## config.mk

```make
export PLATFORM = sky130hd
export DESIGN_NAME = game_display_top
export DESIGN_NICKNAME = d
export VERILOG_FILES = /design/src/design/display_pkg.sv /design/src/design/scene_regs.sv /design/src/design/map_pattern.sv /design/src/design/char_sprite.sv /design/src/design/obstacle_hit.sv /design/src/design/pixel_gen.sv /design/src/design/game_display_top.sv
export SDC_FILE = /design/constraint.sdc
export NUM_CORES = 1
export LEC_CHECK = 0
export ABC_AREA = 1
export BUFFER_PORTS_ARGS = -buffer_cell sky130_fd_sc_hd__buf_2
export CORE_MARGIN = 1.5
export CORE_UTILIZATION = 50
export CTS_CLUSTER_DIAMETER = 150
export CTS_CLUSTER_SIZE = 8
export DETAILED_ROUTE_END_ITERATION = 6
export PLACE_DENSITY = 0.66
export SYNTH_ARGS = -nofsm -noshare
export SYNTH_HDL_FRONTEND = slang
export SYNTH_SLANG_ARGS = --single-unit
export TNS_END_PERCENT = 100
```

## constraint.sdc

```tcl
create_clock -name sys_clk -period 12 [get_ports sys_clk]
set_input_delay 0.6 -clock sys_clk [delete_from_list [all_inputs] [get_ports sys_clk]]
set_output_delay 0.6 -clock sys_clk [all_outputs]
set_load 0.1 [all_outputs]
```

## src/design/display_pkg.sv

```systemverilog
`default_nettype none

package display_pkg;

    // -------------------------------------------------------------------------
    // Geometry
    // -------------------------------------------------------------------------
    localparam int screen_w_bits = 10;
    localparam int phy_w_bits    = 14;
    // One screen height, also one camera step in world lines
    localparam int screen_h      = 480;
    localparam int camera_bits   = 5;

    // Map band, screen columns inclusive
    localparam int map_x_lo  = 120;
    localparam int map_x_hi  = 599;
    // 16-pixel checker tiles
    localparam int tile_bits = 4;

    // Character box and eye placement
    localparam int char_w      = 42;
    localparam int char_h      = 52;
    localparam int sprite_bits = 6;
    localparam int eye_y_lo    = 8;
    localparam int eye_size    = 4;
    localparam int eye_x_left  = 10;
    localparam int eye_x_right = 28;
    localparam int frame_num   = 6;
    localparam int frame_bits  = 3;

    // Obstacle table
    localparam int obs_num       = 8;
    localparam int obs_idx_bits  = 3;
    localparam int obs_unit      = 10;
    localparam int obs_len_bits  = 4;
    localparam int cmd_data_bits = 32;

    // -------------------------------------------------------------------------
    // Palette
    // -------------------------------------------------------------------------
    localparam int rgb_bits = 12;
    localparam logic [rgb_bits-1:0] black  = 12'h000;
    localparam logic [rgb_bits-1:0] white  = 12'hFFF;
    localparam logic [rgb_bits-1:0] yellow = 12'h5FF;
    localparam logic [rgb_bits-1:0] green  = 12'h2A6;
    localparam logic [rgb_bits-1:0] brown  = 12'h820;
    localparam logic [rgb_bits-1:0] gray   = 12'h841;
    // Body colour per animation frame, entry 0 in the low bits
    localparam logic [frame_num-1:0][rgb_bits-1:0] char_palette = {
        12'hA21, 12'h088, 12'hE6E, 12'h808, 12'hF41, 12'hF80
    };

    // -------------------------------------------------------------------------
    // Types
    // -------------------------------------------------------------------------
    typedef enum logic {face_left, face_right} face_e;

    typedef enum logic [1:0] {
        op_set_char, op_set_obstacle, op_set_camera, op_clear_obstacles
    } scene_op_e;

    // Stage-1 winner, highest priority last
    typedef enum logic [2:0] {
        layer_blank, layer_backdrop, layer_map, layer_obstacle, layer_char
    } layer_e;

    typedef struct packed {
        logic [screen_w_bits-1:0] x;
        logic [screen_w_bits-1:0] y;
        logic                     video_on;
    } pixel_req_t;

    // Fills the 32-bit command data word exactly
    typedef struct packed {
        logic [phy_w_bits-1:0]   pos_x;
        logic [phy_w_bits-1:0]   pos_y;
        logic [obs_len_bits-1:0] blocks;
    } obstacle_t;

    typedef struct packed {
        logic [phy_w_bits-1:0] abs_x;
        logic [phy_w_bits-1:0] abs_y;
        face_e                 face;
    } char_state_t;

    typedef struct packed {
        scene_op_e                op;
        logic [obs_idx_bits-1:0]  index;
        logic [cmd_data_bits-1:0] data;
    } scene_cmd_t;

endpackage

`default_nettype wire

```

## src/design/scene_regs.sv

```systemverilog
`default_nettype none

module scene_regs (
    input  logic                                sys_clk,
    input  logic                                sys_rst_n,
    input  logic                                scene_wr,
    input  display_pkg::scene_cmd_t             scene_cmd,
    input  logic                                frame_tick,
    output display_pkg::char_state_t            char_state,
    output display_pkg::obstacle_t              obstacles [display_pkg::obs_num],
    output logic [display_pkg::camera_bits-1:0] camera_y,
    output logic [display_pkg::frame_bits-1:0]  frame
);
    import display_pkg::*;

    // -------------------------------------------------------------------------
    // Scene write decode
    // -------------------------------------------------------------------------
    // Command lands on the strobe edge, visible next cycle
    always_ff @(posedge sys_clk or negedge sys_rst_n) begin
        if (!sys_rst_n) begin
            char_state.abs_x <= '0;
            char_state.abs_y <= '0;
            char_state.face  <= face_right;
            for (int i = 0; i < obs_num; i++) begin
                obstacles[i] <= '0;
            end
            camera_y <= '0;
        end else if (scene_wr) begin
            case (scene_cmd.op)
                // Character fields sit in the low data bits
                op_set_char: begin
                    char_state <= char_state_t'(scene_cmd.data[$bits(char_state_t)-1:0]);
                end
                op_set_obstacle: begin
                    obstacles[scene_cmd.index] <= obstacle_t'(scene_cmd.data);
                end
                op_set_camera: begin
                    camera_y <= scene_cmd.data[camera_bits-1:0];
                end
                // Zero blocks means the entry covers nothing
                op_clear_obstacles: begin
                    for (int i = 0; i < obs_num; i++) begin
                        obstacles[i].blocks <= '0;
                    end
                end
                default: begin
                end
            endcase
        end
    end

    // Animation frame, 0 to frame_num-1 then wrap
    always_ff @(posedge sys_clk or negedge sys_rst_n) begin
        if (!sys_rst_n) begin
            frame <= '0;
        end else if (frame_tick) begin
            if (frame == frame_bits'(frame_num - 1)) begin
                frame <= '0;
            end else begin
                frame <= frame + 1'b1;
            end
        end
    end

endmodule

`default_nettype wire

```

## src/design/map_pattern.sv

```systemverilog
`default_nettype none

module map_pattern (
    input  logic [display_pkg::phy_w_bits-1:0] world_x,
    input  logic [display_pkg::phy_w_bits-1:0] world_y,
    output logic [display_pkg::rgb_bits-1:0]   rgb
);
    import display_pkg::*;

    // Tile index per axis
    logic [phy_w_bits-tile_bits-1:0] tile_x;
    logic [phy_w_bits-tile_bits-1:0] tile_y;
    // One extra bit keeps the sum exact
    logic [phy_w_bits-tile_bits:0]   tile_sum;

    assign tile_x = world_x[phy_w_bits-1:tile_bits];
    assign tile_y = world_y[phy_w_bits-1:tile_bits];
    assign tile_sum = tile_x + tile_y;

    // Even sum green, odd sum brown
    always_comb begin
        if (tile_sum[0]) begin
            rgb = brown;
        end else begin
            rgb = green;
        end
    end

endmodule

`default_nettype wire

```

## src/design/char_sprite.sv

```systemverilog
`default_nettype none

module char_sprite (
    input  logic [display_pkg::sprite_bits-1:0] rel_x,
    input  logic [display_pkg::sprite_bits-1:0] rel_y,
    input  display_pkg::face_e                  face,
    input  logic [display_pkg::frame_bits-1:0]  frame,
    output logic [display_pkg::rgb_bits-1:0]    rgb
);
    import display_pkg::*;

    logic                   border;
    logic                   eye;
    logic [sprite_bits-1:0] eye_x;

    // One-pixel outline on all four sides
    assign border = (rel_x == '0) || (rel_x == sprite_bits'(char_w - 1))
                 || (rel_y == '0) || (rel_y == sprite_bits'(char_h - 1));

    // Eye column follows the facing
    assign eye_x = (face == face_right) ? sprite_bits'(eye_x_right)
                                        : sprite_bits'(eye_x_left);

    // Square eye, same rows either way
    assign eye = (rel_y >= eye_y_lo) && (rel_y < eye_y_lo + eye_size)
              && (rel_x >= eye_x) && (rel_x < eye_x + eye_size);

    // -------------------------------------------------------------------------
    // Pixel colour
    // -------------------------------------------------------------------------
    always_comb begin
        if (border) begin
            rgb = black;
        end else if (eye) begin
            rgb = white;
        end else if (frame < frame_num) begin
            // Body tint cycles with the animation
            rgb = char_palette[frame];
        end else begin
            // Unused frame codes
            rgb = black;
        end
    end

endmodule

`default_nettype wire

```

## src/design/obstacle_hit.sv

```systemverilog
`default_nettype none

module obstacle_hit (
    input  logic [display_pkg::phy_w_bits-1:0] world_x,
    input  logic [display_pkg::phy_w_bits-1:0] world_y,
    input  display_pkg::obstacle_t             obstacles [display_pkg::obs_num],
    output logic                               hit
);
    import display_pkg::*;

    // Per-entry cover flags
    logic [obs_num-1:0] entry_hit;

    genvar i;
    generate
        for (i = 0; i < obs_num; i++) begin : g_entry
            logic [phy_w_bits-1:0] extent;
            logic [phy_w_bits-1:0] dx;
            logic [phy_w_bits-1:0] dy;

            // Width in pixels, zero for an empty entry
            assign extent = phy_w_bits'(obstacles[i].blocks * obs_unit);

            // Offsets only meaningful once past the left and top edges
            assign dx = world_x - obstacles[i].pos_x;
            assign dy = world_y - obstacles[i].pos_y;

            // One block tall
            assign entry_hit[i] = (world_x >= obstacles[i].pos_x) && (dx < extent)
                               && (world_y >= obstacles[i].pos_y) && (dy < obs_unit);
        end
    endgenerate

    // Any entry wins
    assign hit = |entry_hit;

endmodule

`default_nettype wire

```

## src/design/pixel_gen.sv

```systemverilog
`default_nettype none

module pixel_gen (
    input  logic                                sys_clk,
    input  logic                                sys_rst_n,
    input  logic                                pix_valid,
    input  display_pkg::pixel_req_t             pix_req,
    input  display_pkg::char_state_t            char_state,
    input  display_pkg::obstacle_t              obstacles [display_pkg::obs_num],
    input  logic [display_pkg::camera_bits-1:0] camera_y,
    input  logic [display_pkg::frame_bits-1:0]  frame,
    output logic                                rgb_valid,
    output logic [display_pkg::rgb_bits-1:0]    rgb
);
    import display_pkg::*;

    logic [phy_w_bits-1:0] cam_offset;
    logic [phy_w_bits-1:0] world_x;
    logic [phy_w_bits-1:0] world_y;
    logic [phy_w_bits-1:0] char_dx;
    logic [phy_w_bits-1:0] char_dy;
    logic                  char_on;
    logic                  map_on;
    logic                  obs_on;
    logic [rgb_bits-1:0]   map_rgb;
    logic [rgb_bits-1:0]   char_rgb;
    layer_e                layer;

    // Stage-1 registers
    logic                  s1_valid;
    layer_e                s1_layer;
    logic [rgb_bits-1:0]   s1_map_rgb;
    logic [rgb_bits-1:0]   s1_char_rgb;
    logic [rgb_bits-1:0]   final_rgb;

    // -------------------------------------------------------------------------
    // Stage 1: world coordinates and layer flags
    // -------------------------------------------------------------------------
    // Camera scrolls in whole screens
    assign cam_offset = phy_w_bits'(camera_y * screen_h);
    assign world_x = phy_w_bits'(pix_req.x);
    assign world_y = phy_w_bits'(pix_req.y) + cam_offset;

    // Sprite-relative position, valid inside the box only
    assign char_dx = world_x - char_state.abs_x;
    assign char_dy = world_y - char_state.abs_y;
    assign char_on = (world_x >= char_state.abs_x) && (char_dx < char_w)
                  && (world_y >= char_state.abs_y) && (char_dy < char_h);

    // Band test on screen x
    assign map_on = (pix_req.x >= map_x_lo) && (pix_req.x <= map_x_hi);

    map_pattern u_map (
        .world_x (world_x),
        .world_y (world_y),
        .rgb     (map_rgb)
    );

    char_sprite u_char (
        .rel_x (char_dx[sprite_bits-1:0]),
        .rel_y (char_dy[sprite_bits-1:0]),
        .face  (char_state.face),
        .frame (frame),
        .rgb   (char_rgb)
    );

    obstacle_hit u_obs (
        .world_x   (world_x),
        .world_y   (world_y),
        .obstacles (obstacles),
        .hit       (obs_on)
    );

    // Priority: blanking, sprite, obstacle, map, backdrop
    always_comb begin
        if (!pix_req.video_on) begin
            layer = layer_blank;
        end else if (char_on) begin
            layer = layer_char;
        end else if (obs_on) begin
            layer = layer_obstacle;
        end else if (map_on) begin
            layer = layer_map;
        end else begin
            layer = layer_backdrop;
        end
    end

    always_ff @(posedge sys_clk or negedge sys_rst_n) begin
        if (!sys_rst_n) begin
            s1_valid <= 1'b0;
            s1_layer <= layer_blank;
        end else begin
            s1_valid <= pix_valid;
            if (pix_valid) begin
                s1_layer <= layer;
            end
        end
    end

    // Layer colours ride along with the choice
    always_ff @(posedge sys_clk) begin
        if (pix_valid) begin
            s1_map_rgb  <= map_rgb;
            s1_char_rgb <= char_rgb;
        end
    end

    // -------------------------------------------------------------------------
    // Stage 2: layer to colour
    // -------------------------------------------------------------------------
    always_comb begin
        case (s1_layer)
            layer_char:     final_rgb = s1_char_rgb;
            layer_obstacle: final_rgb = gray;
            layer_map:      final_rgb = s1_map_rgb;
            layer_backdrop: final_rgb = yellow;
            default:        final_rgb = black;
        endcase
    end

    always_ff @(posedge sys_clk or negedge sys_rst_n) begin
        if (!sys_rst_n) begin
            rgb_valid <= 1'b0;
            rgb       <= black;
        end else begin
            rgb_valid <= s1_valid;
            // Hold the last colour between requests
            if (s1_valid) begin
                rgb <= final_rgb;
            end
        end
    end

endmodule

`default_nettype wire

```

## src/design/game_display_top.sv

```systemverilog
`default_nettype none

module game_display_top (
    input  logic                             sys_clk,
    input  logic                             sys_rst_n,
    input  logic                             scene_wr,
    input  display_pkg::scene_cmd_t          scene_cmd,
    input  logic                             frame_tick,
    input  logic                             pix_valid,
    input  display_pkg::pixel_req_t          pix_req,
    output logic                             rgb_valid,
    output logic [display_pkg::rgb_bits-1:0] rgb
);
    import display_pkg::*;

    // Scene levels into the pixel path
    char_state_t            char_state;
    obstacle_t              obstacles [obs_num];
    logic [camera_bits-1:0] camera_y;
    logic [frame_bits-1:0]  frame;

    scene_regs u_scene (
        .sys_clk    (sys_clk),
        .sys_rst_n  (sys_rst_n),
        .scene_wr   (scene_wr),
        .scene_cmd  (scene_cmd),
        .frame_tick (frame_tick),
        .char_state (char_state),
        .obstacles  (obstacles),
        .camera_y   (camera_y),
        .frame      (frame)
    );

    // Two-cycle request to colour
    pixel_gen u_pixel (
        .sys_clk    (sys_clk),
        .sys_rst_n  (sys_rst_n),
        .pix_valid  (pix_valid),
        .pix_req    (pix_req),
        .char_state (char_state),
        .obstacles  (obstacles),
        .camera_y   (camera_y),
        .frame      (frame),
        .rgb_valid  (rgb_valid),
        .rgb        (rgb)
    );

endmodule

`default_nettype wire

```

==> metrics.log <==
[metrics] dominant combinational cell family by area after synthesis: simple AND/OR/NAND/NOR gates
[metrics] number of nets in the synthesized netlist: 4754
[metrics] outcome: complete, no violations
[metrics] adder-cell share of the synthesized area: 16.2%
[metrics] CTS buffer count: 46
[metrics] Worst Tran Pin Value: 1.06 ns
[metrics] total power of the final layout: 9.39 mW
[metrics] CP arrival: 6.16 ns
[metrics] clock tree from TritonCTS: built
[metrics] global-route wire length before repair: 142 mm
[metrics] Total Negative Setup Slacks: 0 ns
[metrics] multiplexer fraction of the synthesized cell area: 0%
[metrics] internal portion of total power: 4.41 mW
[metrics] number of fill cells in the layout: 5878
[metrics] Clk pin slew, worst setup/hold paths: 0.05 ns
[metrics] Initial Utilization: 50.4%
[metrics] total standard cell area after synthesis: 29000 µm²
[metrics] share of the synthesized area in the top cell type: 26.6%
[metrics] crit path max fanout: 9
[metrics] final standard cell count with taps included and fillers excluded: 5189
[metrics] num rows: 88
[metrics] maximum number of pins on one net before global-route repair: 94
[metrics] flop-to-flop setup slack: 6.30 ns
[metrics] initial DRC count: 2104
[metrics] number of buffer cells added on primary ports: 75
[metrics] final-stage net count: 4826
[metrics] portion of total power attributed to combinational logic: 71.6%
[metrics] leakage power figure: 17.2 nW
[metrics] total via count after detailed routing: 27600
[metrics] number of diodes added for antenna fixing: 0
[metrics] maximum vdd drop: 0.000220 V
[metrics] ratio of final minimum period to clock period: 47.5%
[metrics] number of hold violations in the final report: 0
[metrics] DIE WIDTH: 244 µm
[metrics] number of synthesized register bits: 322
[metrics] total instance count after detailed placement: 5126
[metrics] number of synthesized flops with an enable pin: 13
[metrics] final routed DRC violation total: 0
[metrics] floorplan die area: 59400 µm²
[metrics] number of antenna violations at the first check in global routing: 8
[metrics] Post-synth top flop: sky130_fd_sc_hd__dfrtp_1
[metrics] core region area: 57500 µm²
[metrics] cts-stage hold buffer count: 0
[metrics] cells taking the most area after synthesis: sky130_fd_sc_hd__dfrtp_1 (27%), sky130_fd_sc_hd__nand2_1 (17%), sky130_fd_sc_hd__ha_1 (14%)
[metrics] number of sinks handled by clock tree synthesis: 322
[metrics] average detailed-routed wire length per instance: 17.8 µm
[metrics] layout cells sized above 1: 3.87%
[metrics] area leader, netlist: sky130_fd_sc_hd__dfrtp_1
[metrics] die extent in y: 244 µm
[metrics] routability congestion estimate from global placement: 0.953
[metrics] Hold Slack: 0.0686 ns
[metrics] worst slack, placed: 6.36 ns
[metrics] Pre-Repair DR Iteration Count: 6
[metrics] cells after synthesis: 4337
[metrics] setup repair after global routing missed its margin: false
[metrics] class of the most critical setup path: reg2reg
[metrics] post-synthesis cell type count: 58
[metrics] complex-gate fraction of the synthesized area: 12.2%
[metrics] number of global-route vias before repair: 25500
[metrics] total overflow reported by the global router: 0
[metrics] min Tclk post-route: 5.70 ns
[metrics] ratio of routed vias to standard cells: 5.33
[metrics] highest clock rate: 0.175 GHz
[metrics] Total Routed Length: 92.4 mm
[metrics] remaining antenna violation count: 0
[metrics] number of buffers added for setup after CTS: 0
[metrics] final setup vio count: 0
[metrics] GRT Total Usage: 31.1%
[metrics] buffers from clock root to sink, at most: 3
[metrics] least setup slack across all paths after layout: 6.30 ns
[metrics] xor and xnor fraction of the mapped netlist area: 3.05%
[metrics] Crit-path slowest cell: sky130_fd_sc_hd__fa_1
[metrics] relative max-transition margin: 28.9%
[metrics] Startpoint Class: flip-flop
[metrics] nature of the critical path endpoint: flip-flop
[metrics] H-tree level count: 2
[metrics] count of cells resized by post-cts repair: 0
[metrics] P per Cell Area: 299 nW/µm²
[metrics] sequential fraction of design power: 15.2%
[metrics] clock tree root driver cell: sky130_fd_sc_hd__clkbuf_16
[metrics] Sw Pwr: 4.98 mW
[metrics] pins over their slew limit: 0
[metrics] Req. time, crit path: 12.46 ns
[metrics] area added between synthesis and finish: 8.58%
[metrics] most instantiated cells after synthesis: sky130_fd_sc_hd__nand2_1 (1309), sky130_fd_sc_hd__inv_1 (773), sky130_fd_sc_hd__o21ai_0 (348)
[metrics] final core utilization: 54.7%
[metrics] clock skew: 0.0212 ns
[metrics] worst setup path startpoint: u_scene.camera_y[0]
[metrics] Worst Hold Class: in2async
[metrics] post-synthesis async set-or-reset flop share: 96.0%
[metrics] simple-gate area share of the yosys netlist: 29.6%
[metrics] Seq/Total Area, Yosys: 28.1%
[metrics] count of yosys warnings during synthesis: 0
[metrics] cell area after placement: 30200 µm²
[metrics] # Max-Cap Violations: 0
[metrics] most common cell in the netlist: sky130_fd_sc_hd__nand2_1
[metrics] Final Instance Area: 31400 µm²
[metrics] Mean Syn Cell Area: 6.68 µm²
[metrics] net switching share of the total power: 53.0%
[metrics] worst flop-to-flop path startpoint: u_scene.camera_y[0]
[metrics] clock latency on the worst-skew pair: 0.59 ns
[metrics] Clk network pwr share: 13.2%
[metrics] half-perimeter wire length after detailed placement: 67.5 mm
[metrics] boundary pin count: 76
[metrics] dominant cell type by count on the critical path: sky130_fd_sc_hd__nand2_1
[metrics] crit-path max cell delay: 0.54 ns
-- layout by cell type (no fill, tap or decap), drive strengths merged, types with 2 or more instances in the layout --
| cell type | n |
|---|---|
| nor4 | 4 |
| a21o | 23 |
| o211ai | 11 |
| nor3 | 34 |
| dfrtp | 308 |
| a211oi | 2 |
| clkbuf | 62 |
| a31oi | 9 |
| o21ai | 360 |
| a21oi | 185 |
| nand3 | 272 |
| a21boi | 7 |
| nor2 | 326 |
| and2 | 4 |
| o21a | 5 |
| edfxtp | 13 |
| or2 | 11 |
| o31ai | 3 |
| ha | 320 |
| buf | 85 |
| o21bai | 30 |
| nand3b | 33 |
| nand2 | 1312 |
| and3 | 3 |
| xor2 | 51 |
| o22ai | 7 |
| fa | 34 |
| xnor2 | 48 |
| clkinv | 2 |
| inv | 777 |
| nand4 | 76 |
-- kinds of logic after synthesis --
family,after synthesis
flops,322
simple gates,2077
buf+inv,839
xor+xnor,99
compound gates,646
fa+ha+maj,354
-- worst max-delay path: cells and delay by family (launching register included) --
family	cells	cell delay, ns
buf+inv	3	0.46
fa+ha+maj	5	2.38
compound gates	2	0.36
flops	1	0.43
simple gates	19	1.78
xor+xnor	1	0.14
-- registers in the layout, indices dropped and copies added (netlist names), 2 cells and up --
| name | flops |
|---|---|
| u_scene.camera_y | 5 |
| u_pixel.s1_map_rgb | 2 |
| u_pixel.s1_char_rgb | 11 |
| u_pixel.s1_layer | 3 |
| u_scene.obstacles | 256 |
| u_pixel.rgb | 11 |
| u_scene.frame | 3 |
| u_scene.char_state | 29 |
-- per-layer routing --
layer / routed length (µm) / vias to the layer above / global-route usage (%)
met2: 43100 / 726 / 52.6
met5: 0 / - / 0
met4: 3560 / 0 / 11.3
met3: 5040 / 166 / 3.00
met1: 40700 / 12800 / 41.2
li1: - / 14000 / -
-- path summary, 6_finish.rpt --
check	end	depth (start not counted)
worst max-delay path	u_pixel.s1_layer[0]	30
worst max register to register	u_pixel.s1_layer[0]	30
worst min register to register	u_pixel.rgb[11]	1
min in group sys_clk	u_scene.frame[0]	2
worst min-delay path	u_pixel.rgb[2]	1
max in group asynchronous	u_scene.obstacles[86]	2
-- final cells by class --
| type | count | area, µm² | share of cell area, % |
|---|---|---|---|
| multi-input cells | 3176 | 17700 | 56.3 |
| flip-flops and latches | 322 | 8120 | 25.8 |
| inverters | 778 | 2920 | 9.29 |
| clock buffers | 62 | 1270 | 4.05 |
| well taps | 765 | 957 | 3.04 |
| repair buffers | 85 | 460 | 1.46 |
| clock inverters | 1 | 8.76 | 0.0279 |
-- power by group through the flow --
stage	sequential [mW]	combinational (mW)	clock, mW
2_1_floorplan	1.43	5.04	0
3_3_place_gp	1.43	6.61	0
3_5_place_dp	1.44	6.61	0
4_1_cts	1.42	6.65	1.25
5_1_grt	1.45	7.64	1.29
6_report	1.43	6.73	1.24
(Power assumes the default switching activity.)
